## config.mk

```make
export PLATFORM = sky130hd
export DESIGN_NAME = mm_monitor_top
export DESIGN_NICKNAME = d
export VERILOG_FILES = /design/src/rtl/mm_monitor_pkg.sv /design/src/rtl/mm_monitor_top.sv /design/src/rtl/mm_api_port.sv /design/src/rtl/mm_command_fifo.sv /design/src/rtl/mm_wait_gen.sv
export VERILOG_INCLUDE_DIRS = /design/src /design/src/include
export SDC_FILE = /design/constraint.sdc
export NUM_CORES = 1
export LEC_CHECK = 0
export BUFFER_PORTS_ARGS = -buffer_cell sky130_fd_sc_hd__clkbuf_2
export CAP_MARGIN = 20
export CORE_MARGIN = 3
export CORE_UTILIZATION = 49
export DETAILED_ROUTE_END_ITERATION = 7
export GPL_ROUTABILITY_DRIVEN = 0
export PLACE_DENSITY = 0.63
export SLEW_MARGIN = 20
export SYNTH_ARGS = -nofsm -noshare
export SYNTH_HDL_FRONTEND = slang
export SYNTH_SLANG_ARGS = --single-unit
```

## constraint.sdc

```tcl
create_clock -name req -period 21.1 [get_ports req]
set_input_delay 5.275 -clock req [delete_from_list [all_inputs] [get_ports req]]
set_output_delay 5.275 -clock req [all_outputs]
set_load 0.05 [all_outputs]
```

## src/include/mm_monitor_settings.svh

```systemverilog
`ifndef MM_MONITOR_SETTINGS_SVH
`define MM_MONITOR_SETTINGS_SVH

// bus data shape
`define MM_SYMBOL_W 8
`define MM_NUM_SYMBOLS 4

// byte address width on the downstream side
`define MM_ADDR_W 32

// 1: upstream address counts words, shifted to bytes downstream
`define MM_WORD_ADDRESSING 1

// host API data width
`define MM_API_W 32

// physical capture depth
`define MM_FIFO_DEPTH 16

// inserted wait states per command
`define MM_READ_WAIT 2
`define MM_WRITE_WAIT 1

`endif
```

## src/rtl/mm_monitor_pkg.sv

```systemverilog
`include "mm_monitor_settings.svh"

package mm_monitor_pkg;

   typedef logic [`MM_ADDR_W-1:0] addr_t;
   typedef logic [`MM_SYMBOL_W*`MM_NUM_SYMBOLS-1:0] data_t;
   typedef logic [`MM_NUM_SYMBOLS-1:0] byteen_t;
   typedef logic [$clog2(`MM_FIFO_DEPTH+1)-1:0] count_t; // fill, max, threshold
   typedef logic [`MM_API_W-1:0] word_t;

   typedef enum logic [3:0] {
      SET_FIFO_MAX            = 4'd0,
      GET_FIFO_MAX            = 4'd1,
      SET_FIFO_THRESHOLD      = 4'd2,
      GET_FIFO_THRESHOLD      = 4'd3,
      POP_COMMAND             = 4'd4,
      GET_QUEUE_SIZE          = 4'd5,
      GET_COMMAND_REQUEST     = 4'd6,
      GET_COMMAND_ADDRESS     = 4'd7,
      GET_COMMAND_DATA        = 4'd8,
      GET_COMMAND_BYTE_ENABLE = 4'd9,
      INIT                    = 4'd10
   } api_op_e;

   typedef enum logic [1:0] {
      NONE  = 2'd0, // empty queue
      READ  = 2'd1,
      WRITE = 2'd2
   } cmd_kind_e;

endpackage

```

## src/rtl/mm_monitor_top.sv

```systemverilog
module mm_monitor_top (
   input  logic                    req,
   input  logic                    reset,
   input  logic                    avs_read,
   input  logic                    avs_write,
   input  mm_monitor_pkg::addr_t   avs_address,
   input  mm_monitor_pkg::byteen_t avs_byteenable,
   input  mm_monitor_pkg::data_t   avs_writedata,
   output logic                    avs_waitrequest,
   output mm_monitor_pkg::data_t   avs_readdata,
   output logic                    avs_readdatavalid,
   output logic                    avm_read,
   output logic                    avm_write,
   output mm_monitor_pkg::addr_t   avm_address,
   output mm_monitor_pkg::byteen_t avm_byteenable,
   output mm_monitor_pkg::data_t   avm_writedata,
   input  logic                    avm_waitrequest,
   input  mm_monitor_pkg::data_t   avm_readdata,
   input  logic                    avm_readdatavalid,
   input  logic                    cmd,
   input  mm_monitor_pkg::api_op_e cmd_op,
   input  mm_monitor_pkg::word_t   cmd_data,
   output logic                    ack,
   output mm_monitor_pkg::word_t   data_out,
   output logic                    cmd_received,
   output logic                    threshold_hit,
   output logic                    overflow
);
   import mm_monitor_pkg::*;

   logic      accept;
   logic      cmd_is_write;
   addr_t     cmd_address;
   byteen_t   cmd_byteenable;
   data_t     cmd_writedata;
   logic      set_max;
   logic      set_threshold;
   logic      pop;
   logic      flush;
   count_t    set_value;
   cmd_kind_e head_kind;
   addr_t     head_address;
   byteen_t   head_byteenable;
   data_t     head_writedata;
   count_t    fill;
   count_t    fifo_max;
   count_t    fifo_threshold;

   // read responses are not captured
   assign avs_readdata      = avm_readdata;
   assign avs_readdatavalid = avm_readdatavalid;

   mm_wait_gen u_wait_gen (
      .req             (req),
      .reset           (reset),
      .avs_read        (avs_read),
      .avs_write       (avs_write),
      .avs_address     (avs_address),
      .avs_byteenable  (avs_byteenable),
      .avs_writedata   (avs_writedata),
      .avm_waitrequest (avm_waitrequest),
      .avs_waitrequest (avs_waitrequest),
      .avm_read        (avm_read),
      .avm_write       (avm_write),
      .avm_address     (avm_address),
      .avm_byteenable  (avm_byteenable),
      .avm_writedata   (avm_writedata),
      .accept          (accept),
      .cmd_is_write    (cmd_is_write),
      .cmd_address     (cmd_address),
      .cmd_byteenable  (cmd_byteenable),
      .cmd_writedata   (cmd_writedata)
   );

   mm_command_fifo u_command_fifo (
      .req             (req),
      .reset           (reset),
      .accept          (accept),
      .cmd_is_write    (cmd_is_write),
      .cmd_address     (cmd_address),
      .cmd_byteenable  (cmd_byteenable),
      .cmd_writedata   (cmd_writedata),
      .set_max         (set_max),
      .set_threshold   (set_threshold),
      .pop             (pop),
      .flush           (flush),
      .set_value       (set_value),
      .head_kind       (head_kind),
      .head_address    (head_address),
      .head_byteenable (head_byteenable),
      .head_writedata  (head_writedata),
      .fill            (fill),
      .fifo_max        (fifo_max),
      .fifo_threshold  (fifo_threshold),
      .cmd_received    (cmd_received),
      .threshold_hit   (threshold_hit),
      .overflow        (overflow)
   );

   mm_api_port u_api_port (
      .req             (req),
      .reset           (reset),
      .cmd             (cmd),
      .cmd_op          (cmd_op),
      .cmd_data        (cmd_data),
      .head_kind       (head_kind),
      .head_address    (head_address),
      .head_byteenable (head_byteenable),
      .head_writedata  (head_writedata),
      .fill            (fill),
      .fifo_max        (fifo_max),
      .fifo_threshold  (fifo_threshold),
      .set_max         (set_max),
      .set_threshold   (set_threshold),
      .pop             (pop),
      .flush           (flush),
      .set_value       (set_value),
      .ack             (ack),
      .data_out        (data_out)
   );

endmodule

```

## src/rtl/mm_api_port.sv

```systemverilog
module mm_api_port (
   input  logic                      req,
   input  logic                      reset,
   input  logic                      cmd,
   input  mm_monitor_pkg::api_op_e   cmd_op,
   input  mm_monitor_pkg::word_t     cmd_data,
   input  mm_monitor_pkg::cmd_kind_e head_kind,
   input  mm_monitor_pkg::addr_t     head_address,
   input  mm_monitor_pkg::byteen_t   head_byteenable,
   input  mm_monitor_pkg::data_t     head_writedata,
   input  mm_monitor_pkg::count_t    fill,
   input  mm_monitor_pkg::count_t    fifo_max,
   input  mm_monitor_pkg::count_t    fifo_threshold,
   output logic                      set_max,
   output logic                      set_threshold,
   output logic                      pop,
   output logic                      flush,
   output mm_monitor_pkg::count_t    set_value,
   output logic                      ack,
   output mm_monitor_pkg::word_t     data_out
);
   import mm_monitor_pkg::*;

   localparam int COUNT_W = $bits(count_t);

   word_t read_value;

   // strobes act on the same edge that raises ack
   assign set_max       = cmd && (cmd_op == SET_FIFO_MAX);
   assign set_threshold = cmd && (cmd_op == SET_FIFO_THRESHOLD);
   assign pop           = cmd && (cmd_op == POP_COMMAND);
   assign flush         = cmd && (cmd_op == INIT);

   // saturate large host values instead of wrapping
   assign set_value = (|cmd_data[$bits(word_t)-1:COUNT_W]) ? '1 : cmd_data[COUNT_W-1:0];

   always_comb begin
      read_value = '0;
      case (cmd_op)
         GET_FIFO_MAX:            read_value = word_t'(fifo_max);
         GET_FIFO_THRESHOLD:      read_value = word_t'(fifo_threshold);
         GET_QUEUE_SIZE:          read_value = word_t'(fill);
         GET_COMMAND_REQUEST:     read_value = word_t'(head_kind);
         GET_COMMAND_ADDRESS:     read_value = word_t'(head_address);
         GET_COMMAND_DATA:        read_value = word_t'(head_writedata);
         GET_COMMAND_BYTE_ENABLE: read_value = word_t'(head_byteenable);
         default:                 read_value = '0; // set, pop, init
      endcase
   end

   always_ff @(posedge req) begin
      if (reset)
         ack <= 1'b0;
      else
         ack <= cmd;
   end

   always_ff @(posedge req) begin
      if (cmd)
         data_out <= read_value; // held until next ack
   end

endmodule

```

## src/rtl/mm_command_fifo.sv

```systemverilog
`include "mm_monitor_settings.svh"

module mm_command_fifo (
   input  logic                      req,
   input  logic                      reset,
   input  logic                      accept,
   input  logic                      cmd_is_write,
   input  mm_monitor_pkg::addr_t     cmd_address,
   input  mm_monitor_pkg::byteen_t   cmd_byteenable,
   input  mm_monitor_pkg::data_t     cmd_writedata,
   input  logic                      set_max,
   input  logic                      set_threshold,
   input  logic                      pop,
   input  logic                      flush,
   input  mm_monitor_pkg::count_t    set_value,
   output mm_monitor_pkg::cmd_kind_e head_kind,
   output mm_monitor_pkg::addr_t     head_address,
   output mm_monitor_pkg::byteen_t   head_byteenable,
   output mm_monitor_pkg::data_t     head_writedata,
   output mm_monitor_pkg::count_t    fill,
   output mm_monitor_pkg::count_t    fifo_max,
   output mm_monitor_pkg::count_t    fifo_threshold,
   output logic                      cmd_received,
   output logic                      threshold_hit,
   output logic                      overflow
);
   import mm_monitor_pkg::*;

   localparam int     DEPTH       = `MM_FIFO_DEPTH;
   localparam int     PTR_W       = (DEPTH > 1) ? $clog2(DEPTH) : 1;
   localparam count_t DEFAULT_MAX = count_t'(DEPTH);

   logic             mem_write      [DEPTH];
   addr_t            mem_address    [DEPTH];
   byteen_t          mem_byteenable [DEPTH];
   data_t            mem_writedata  [DEPTH];
   logic [PTR_W-1:0] wr_ptr;
   logic [PTR_W-1:0] rd_ptr;
   logic             full;
   logic             push;
   logic             pop_ok;
   count_t           fill_next;
   count_t           max_req;

   function automatic logic [PTR_W-1:0] next_ptr(input logic [PTR_W-1:0] ptr);
      return (ptr == PTR_W'(DEPTH - 1)) ? '0 : ptr + 1'b1;
   endfunction

   assign full   = (fill >= fifo_max); // programmable limit, not the physical depth
   assign push   = accept && !full && !flush;
   assign pop_ok = pop && (fill != '0) && !flush; // empty pop ignored

   // 0 or beyond the depth means full depth
   assign max_req = (set_value == '0 || set_value > DEFAULT_MAX) ? DEFAULT_MAX : set_value;

   always_comb begin
      fill_next = fill;
      if (flush)
         fill_next = '0;
      else if (push && !pop_ok)
         fill_next = fill + 1'b1;
      else if (pop_ok && !push)
         fill_next = fill - 1'b1;
   end

   always_ff @(posedge req) begin
      if (push) begin
         mem_write[wr_ptr]      <= cmd_is_write;
         mem_address[wr_ptr]    <= cmd_address;
         mem_byteenable[wr_ptr] <= cmd_byteenable;
         mem_writedata[wr_ptr]  <= cmd_writedata;
      end
   end

   always_ff @(posedge req) begin
      if (reset) begin
         wr_ptr         <= '0;
         rd_ptr         <= '0;
         fill           <= '0;
         fifo_max       <= DEFAULT_MAX;
         fifo_threshold <= '0;
         cmd_received   <= 1'b0;
         threshold_hit  <= 1'b0;
         overflow       <= 1'b0;
      end else begin
         cmd_received  <= accept;
         overflow      <= accept && full;
         threshold_hit <= push && (fifo_threshold != '0) && (fill_next == fifo_threshold);
         fill          <= fill_next;
         if (flush) begin
            wr_ptr         <= '0;
            rd_ptr         <= '0;
            fifo_max       <= DEFAULT_MAX;
            fifo_threshold <= '0;
         end else begin
            if (push)
               wr_ptr <= next_ptr(wr_ptr);
            if (pop_ok)
               rd_ptr <= next_ptr(rd_ptr);
            // a new limit never drops below what is already queued
            if (set_max)
               fifo_max <= (max_req < fill_next) ? fill_next : max_req;
            if (set_threshold)
               fifo_threshold <= set_value;
         end
      end
   end

   assign head_kind       = (fill == '0) ? NONE : (mem_write[rd_ptr] ? WRITE : READ);
   assign head_address    = mem_address[rd_ptr];
   assign head_byteenable = mem_byteenable[rd_ptr];
   assign head_writedata  = mem_writedata[rd_ptr];

   a_fill_bounded: assert property (@(posedge req) disable iff (reset)
      fill <= fifo_max);

endmodule

```

## src/rtl/mm_wait_gen.sv

```systemverilog
`include "mm_monitor_settings.svh"

module mm_wait_gen (
   input  logic                    req,
   input  logic                    reset,
   input  logic                    avs_read,
   input  logic                    avs_write,
   input  mm_monitor_pkg::addr_t   avs_address,
   input  mm_monitor_pkg::byteen_t avs_byteenable,
   input  mm_monitor_pkg::data_t   avs_writedata,
   input  logic                    avm_waitrequest,
   output logic                    avs_waitrequest,
   output logic                    avm_read,
   output logic                    avm_write,
   output mm_monitor_pkg::addr_t   avm_address,
   output mm_monitor_pkg::byteen_t avm_byteenable,
   output mm_monitor_pkg::data_t   avm_writedata,
   output logic                    accept,
   output logic                    cmd_is_write,
   output mm_monitor_pkg::addr_t   cmd_address,
   output mm_monitor_pkg::byteen_t cmd_byteenable,
   output mm_monitor_pkg::data_t   cmd_writedata
);
   localparam int READ_WAIT  = `MM_READ_WAIT;
   localparam int WRITE_WAIT = `MM_WRITE_WAIT;
   localparam int MAX_WAIT   = (READ_WAIT > WRITE_WAIT) ? READ_WAIT : WRITE_WAIT;
   localparam int WAIT_W     = (MAX_WAIT > 0) ? $clog2(MAX_WAIT + 1) : 1;
   localparam int ADDR_SHIFT = `MM_WORD_ADDRESSING ? $clog2(`MM_NUM_SYMBOLS) : 0;

   logic [WAIT_W-1:0] wait_cnt;
   logic [WAIT_W-1:0] wait_need;
   logic              active;
   logic              counting;
   logic              done;

   assign active    = avs_read || avs_write;
   assign wait_need = avs_write ? WAIT_W'(WRITE_WAIT) : WAIT_W'(READ_WAIT);
   assign counting  = active && (wait_cnt < wait_need);
   assign done      = active && !counting;

   // downstream only sees the command once the inserted waits are over
   assign avs_waitrequest = counting || (done && avm_waitrequest);
   assign avm_read        = avs_read && done;
   assign avm_write       = avs_write && done;
   assign accept          = done && !avm_waitrequest;

   assign avm_address    = avs_address << ADDR_SHIFT; // words to bytes
   assign avm_byteenable = avs_byteenable;
   assign avm_writedata  = avs_writedata;

   assign cmd_is_write   = avs_write;
   assign cmd_address    = avm_address;
   assign cmd_byteenable = avs_byteenable;
   assign cmd_writedata  = avs_writedata;

   always_ff @(posedge req) begin
      if (reset) begin
         wait_cnt <= '0;
      end else if (accept) begin
         wait_cnt <= '0;
      end else if (counting) begin
         wait_cnt <= wait_cnt + 1'b1;
      end
   end

   a_one_command: assert property (@(posedge req) disable iff (reset)
      !(avs_read && avs_write));

   // master must hold a stalled command until it is taken
   a_stall_stable: assert property (@(posedge req) disable iff (reset)
      (active && avs_waitrequest) |=>
         $stable(avs_read) && $stable(avs_write) && $stable(avs_address) &&
         $stable(avs_byteenable) && (!avs_write || $stable(avs_writedata)));

endmodule

```

## After elaboration in Yosys (flattened, before gate mapping)

Memory sizes are Yosys's and may differ from the RTL's. A register that Yosys moved wholly into a read port is not among the register bits.
Index checks and enable logic that the tools add are counted.
Widths: inputs -> output; s select.

- Register bits after elaboration: 61
- Latch bits: 0
- RAM bits: 1,072
- ROM bits: 0
- Input port bits: 143
- Output and inout port bits: 140
- Logic and storage cells: 95
- Memories kept: 4

Memories:

| memory | words | width | rd ports | clocked after memory_dff | wr ports | line | source |
|---|---|---|---|---|---|---|---|
| u_command_fifo.mem_writedata | 16 | 32 | 1 | 1 | 1 | mm_command_fifo.sv:36 | `data_t mem_writedata [DEPTH];` |
| u_command_fifo.mem_address | 16 | 30 | 1 | 1 | 1 | mm_command_fifo.sv:34 | `addr_t mem_address [DEPTH];` |
| u_command_fifo.mem_byteenable | 16 | 4 | 1 | 1 | 1 | mm_command_fifo.sv:35 | `byteen_t mem_byteenable [DEPTH];` |
| u_command_fifo.mem_write | 16 | 1 | 1 | 1 | 1 | mm_command_fifo.sv:33 | `logic mem_write [DEPTH];` |

- Add/subtract/negate cells: 5
- $mul: 0
- Div/mod/pow operators: 0
- Magnitude comparators: 4
- Equality and inequality tests: 13
- Shift-type cells: 0
- Muxes and demuxes: 22
- Bitwise logic cells: 0
- Reductions and logical operators: 36

Operators with widths:

| operator | number |
|---|---|
| $pmux 32 s7 | 1 |
| $mux 4 | 10 |
| $mux 5 | 6 |
| $reduce_or 27->1 | 1 |
| $eq 4x4->1 const B | 5 |
| $logic_and 1x1->1 | 19 |
| $eq 4x3->1 const B | 4 |
| $logic_not 5->1 | 2 |
| $reduce_bool 5->1 | 2 |
| $add 4x1->4 const B | 2 |
| $eq 4x2->1 const B | 2 |
| $logic_not 1->1 | 6 |
| $mux 2 | 3 |
| $add 5x1->5 const B | 1 |
| $eq 5x5->1 | 1 |
| $ge 5x5->1 | 1 |
| $gt 5x5->1 const B | 1 |
| $lt 5x5->1 | 1 |
| $sub 5x1->5 const B | 1 |
| $eq 4x1->1 const B | 1 |
| $logic_not 4->1 | 1 |
| $reduce_or 2->1 | 2 |
| $logic_or 1x1->1 | 3 |
| $add 2x1->2 const B | 1 |
| other kinds (2) | 3 |

## Depth between registers and ports, before layout

- Depth in word-level cells: 15
- Mapped depth: 17
- Mapped depth without buffers: 16

## Hierarchy

From an unflattened synthesis, not the netlist that was laid out.

- Cells, all modules: 2,091
- Area, all modules: 46,474.6 um2

Modules (own cells, without submodules):

| module | times used | cells an instance | area each (um2) | sequential area each (um2) |
|---|---|---|---|---|
| mm_command_fifo | 1 | 1,764 | 43,219.0 | 33,752.4 |
| mm_api_port | 1 | 133 | 1,789.2 | 980.9 |
| mm_wait_gen | 1 | 161 | 1,218.7 | 40.0 |
| mm_monitor_top | 1 | 33 | 247.7 | 0.0 |

## Least setup slack after synthesis

OpenSTA, ideal clock, no wires.

- Path kind: in2reg
- From: in avs_write
- To: mem u_command_fifo.mem_address[3][0] (netlist bit) (enable)
- Setup time: 0.574 ns
- Arrival: 11.305 ns
- Required time: 20.526 ns
- Setup slack: 9.221 ns
- Stages: 7
- Buffers on the path: 0
- Cell sequence: ha_1 > a21oi_2 > nor3_1 > nand2_1 > nor2_1 > nand2_1 > nor3_1

- Longest elaborated chain between the ends: 10
- Elaborated cells between the ends (all ways): 11
- Those cells by class: order compare: 1; mux: 3; reduce/logical: 7

RTL lines:

| what | line | source |
|---|---|---|
| start, declared | mm_monitor_top.sv:5 | `input logic avs_write,` |
| $mux 2 | mm_wait_gen.sv:37 | `assign wait_need = avs_write ? WAIT_W'(WRITE_WAIT) : WAIT_W'(READ_WAIT);` |
| $lt 2x2->1 | mm_wait_gen.sv:38 | `assign counting = active && (wait_cnt < wait_need);` |
| $logic_and 1x1->1 | mm_wait_gen.sv:38 |  |
| $logic_not 1->1 | mm_wait_gen.sv:39 | `assign done = active && !counting;` |
| $logic_and 1x1->1 * | mm_wait_gen.sv:39 |  |
| $logic_and 1x1->1 * | mm_wait_gen.sv:45 | `assign accept = done && !avm_waitrequest;` |
| $logic_and 1x1->1 * (2 in series) | mm_command_fifo.sv:50 | `assign push = accept && !full && !flush;` |
| $mux 1 * | mm_command_fifo.sv:67 | `if (push) begin` |
| $mux 1 (not written as such) * | mm_command_fifo.sv:69 | `mem_address[wr_ptr] <= cmd_address;` |
| end, declared | mm_command_fifo.sv:34 |  |

Mark *: on every way between the ends. The rest lies on a longest branch, timed or not.

## Worst setup path after layout

- From: in avs_write
- To: out avm_write

- Longest elaborated chain between the ends: 6
- Elaborated cells between the ends (all ways): 7
- Those cells by class: order compare: 1; mux: 1; reduce/logical: 5

RTL lines:

| what | line | source |
|---|---|---|
| $mux 2 | mm_wait_gen.sv:37 |  |
| $lt 2x2->1 | mm_wait_gen.sv:38 |  |
| $logic_and 1x1->1 | mm_wait_gen.sv:38 |  |
| $logic_not 1->1 | mm_wait_gen.sv:39 |  |
| $logic_and 1x1->1 | mm_wait_gen.sv:39 |  |
| $logic_and 1x1->1 * | mm_wait_gen.sv:44 | `assign avm_write = avs_write && done;` |
| end, declared | mm_monitor_top.sv:13 | `output logic avm_write,` |

Marks and branches as above.

==> impl_results.md <==
- Main combinational cell family by area after synthesis: multiplexers
- Final critical-path share of the clock period: 0.570
- Hold Vio Cnt, Final: 0
- R2R depth: 10
- Synth Area in XOR/XNOR: 0.00217
- Worst-Skew Late Latency: 0.69 ns
- Row count: 109
- Area Growth Syn to Fin: 12.6%
- Clk root buf: clkbuf_16
- Post-synthesis area per instance: 22.2 um2
- Worst slew pin tran: between 1 and 1.5 ns
- Die Area: 94,400 um2
- Leak: between 0.015 and 0.02 uW
- RR Startpoint: u_command_fifo.fill[0]
- GRT Total Usage: 0.216
- Async SR Flop Fraction: 0
- DRC: 0
- Synth Area in Adders: 0.00535
- Die Width: about 310 um
- Fmax: around 0.083 GHz
- Vias after detailed routing: 20,500
- Min-delay src: u_command_fifo.rd_ptr[3]
- CP Launch Type: input pin
- # IOs: 283
- Post-synthesis sequential area ratio: 0.760
- Filler cell count: between 6,000 and 7,000
- Maxcap violations: 0
- Clk slew on worst S/H paths: about 0.060 ns
- Worst R2R Setup Slack: 15.91 ns
- Status: finished, final reports clean
- Peak VDD IR: 0.0708 mV
- Commonest non-fill, non-tap cells in the layout: edfxtp_1 (1,104), mux4_2 (333), clkbuf_2 (212), clkbuf_16 (114), nand2_1 (51)
- Vias in the first global route: 21,300
- Post-CTS Setup Bufs: 0
- WL final: 101,000 um
- CP max FO: 23
- Crit path time final: around 12 ns
- Nets: roughly 2,300
- Area of the multi-input gates: roughly 9500 um2
- Most frequent cell on the critical path: clkbuf_2
- Synth Area in Compound Gates: 0.0136
- Slowest cell on crit path: ha_1
- Cell class contributing the biggest share of worst-path delay: buffers and inverters
- Drt first pass iters: 5
- WHS: ~0.53 ns
- Final setup vio count: 0
- Post-synth EDFFs: 1,104
- Fin. max-slew vios: 0
- CP Data Required Time: 15.83 ns
- Hold_buf cts: 0
- Inserted Clock Buffers: 112
- Hold Path Cell Cnt: 2
- Largest net degree at the start of global routing: 138
- Post-synthesis cell type count: 60
- RSZ-0062 raised after global routing: no
- Setup CP Type: in2out
- CP Capture Type: output pin
- Initial Util: 0.498
- Total gr overflow: 0
- Die Y: 307 um
- H-tree levels: 3
- I/O Buffers: 212
- Simple-gate portion of the synthesized area: 0.0184
- Pwr/cell area: 93.2 nW/um2
- Clk_skew: ~0.054 ns
- Clock Path Buffers: 3
- CP Depth: 5
- Register area: around 34,000 um2
- Worst Path Buf+Inv: 2
- Drt via density: about 6.0
- CTS tree: done
- Hold Path Class: reg2reg
- Arrival time of the worst setup path: 6.75 ns
- Initial antenna violation count: 4
- WL/cell: ~30 um
- Syn Inst Count: approximately 2,000
- Synth Warn #: 0
- Flops & latches, synth: approximately 1,100
- Iter 0 DRT Violations: 2,251
- Synth Flop Type: edfxtp_1
- Max-Slew Margin vs Limit: 0.273
- First-pass GRT wire length: 147,000 um
- CTS-repair resized insts: 0
- Multiplexer area fraction after synthesis: 0.171
- Antenna Violating Nets Remaining: 0
- Crit Reg-Reg Endpoint: u_command_fifo.mem_writedata[7][4]
- Slowest Stage Delay on Critical Path: between 0.4 and 0.5 ns
- Most common cell after layout, fill and taps aside: edfxtp_1
- Layout cells sized above 1: 0.345
- Post-DP HPWL: about 53,000 um
- Setup TNS: 0 ns
- # clock sinks: about 1,100
- Worst path cell trace: clkbuf_2, ha_1, a21oi_2, and2b_2, clkbuf_2
- Mapped cell area: 44,500 um2
- Core Region: 89,200 um2
cell families after synthesis:
logic type               count (synthesis)
adder cells (fa/ha/maj)                 19
multiplexers                           345
flip-flops                            1137
other                                    1
XOR/XNOR                                11
AO/OA/AOI/OAI                           92
buffers and inverters                  229
AND/OR/NAND/NOR                        167
registers in the layout (all words and copies together) (netlist names), 2 cells and up, named ones only:
name / flops
u_command_fifo.mem_write: 16
u_command_fifo.mem_address: 480
u_command_fifo.fill: 5
u_command_fifo.fifo_max: 5
u_command_fifo.mem_writedata: 512
u_command_fifo.fifo_threshold: 5
u_command_fifo.wr_ptr: 4
u_wait_gen.wait_cnt: 2
u_api_port.data_out: 32
u_command_fifo.rd_ptr: 4
u_command_fifo.mem_byteenable: 64
worst max-delay path by stage:
stage,start,endpoint,slack (ns)
3_5_place_dp,avs_write,avm_write,9.08
2_1_floorplan,avs_write,u_command_fifo.mem_address[3][0],9.22
4_1_cts,avs_write,avm_write,9.08
5_1_grt,avs_write,avm_write,8.97
3_3_place_gp,avs_write,avm_read,9.19
6_report,avs_write,avm_write,9.07
Yosys cell counts, types with 19 or more instances:
cell	number	area, um2
inv_1	38	143
ha_1	19	238
buf_4	102	766
nand2_1	51	191
nor2_1	43	161
mux4_2	333	7500
buf_2	20	100
edfxtp_1	1104	33200
clkbuf_1	51	191
o21ai_0	39	195
dfxtp_1	33	661
power breakdown:
group / internal (uW) / switching (uW)
clock network: 1150 / 831
registers: 2490 / 9.86
logic: 56.0 / 128
total: 3690 / 969
routing by layer:
layer	global-route usage	up-vias	wire (um)
li1	-	8648	-
met1	0.299	10900	40100
met2	0.356	777	50400
met3	0.0406	181	7240
met4	0.0624	0	2800
met5	0	-	0
tightest hold or removal path: cells and delay by family (launching register included):
kind               cells  cell delay (ns)
DFF                    1             0.32
AOI/OAI and AO/OA      2             0.16
final cells by class:
cell class                 count  share of cell area
sequential                  1137               0.676
clock inverter                77              0.0151
timing repair buffer         258              0.0286
tap                         1165              0.0291
antenna                        3            0.000150
clock buffer                 130              0.0582
inverter                      38             0.00285
multi-input combinational    636               0.190
through the flow:
stage | area (um2) | cells | setup slack, ns | utilization | power, uW
after global placement | 46400 | 3234 | 9.19 | 0.520 | 2730
after global routing | 50000 | 3441 | 8.97 | 0.561 | 4810
final | 50000 | 3444 | 9.07 | 0.561 | 4660
after floorplan | 44500 | 2002 | 9.22 | - | 2680
after detailed placement | 46400 | 3234 | 9.08 | 0.520 | 2740
after CTS | 50000 | 3441 | 9.08 | 0.561 | 4700
Power figures use the tool's default switching activity.
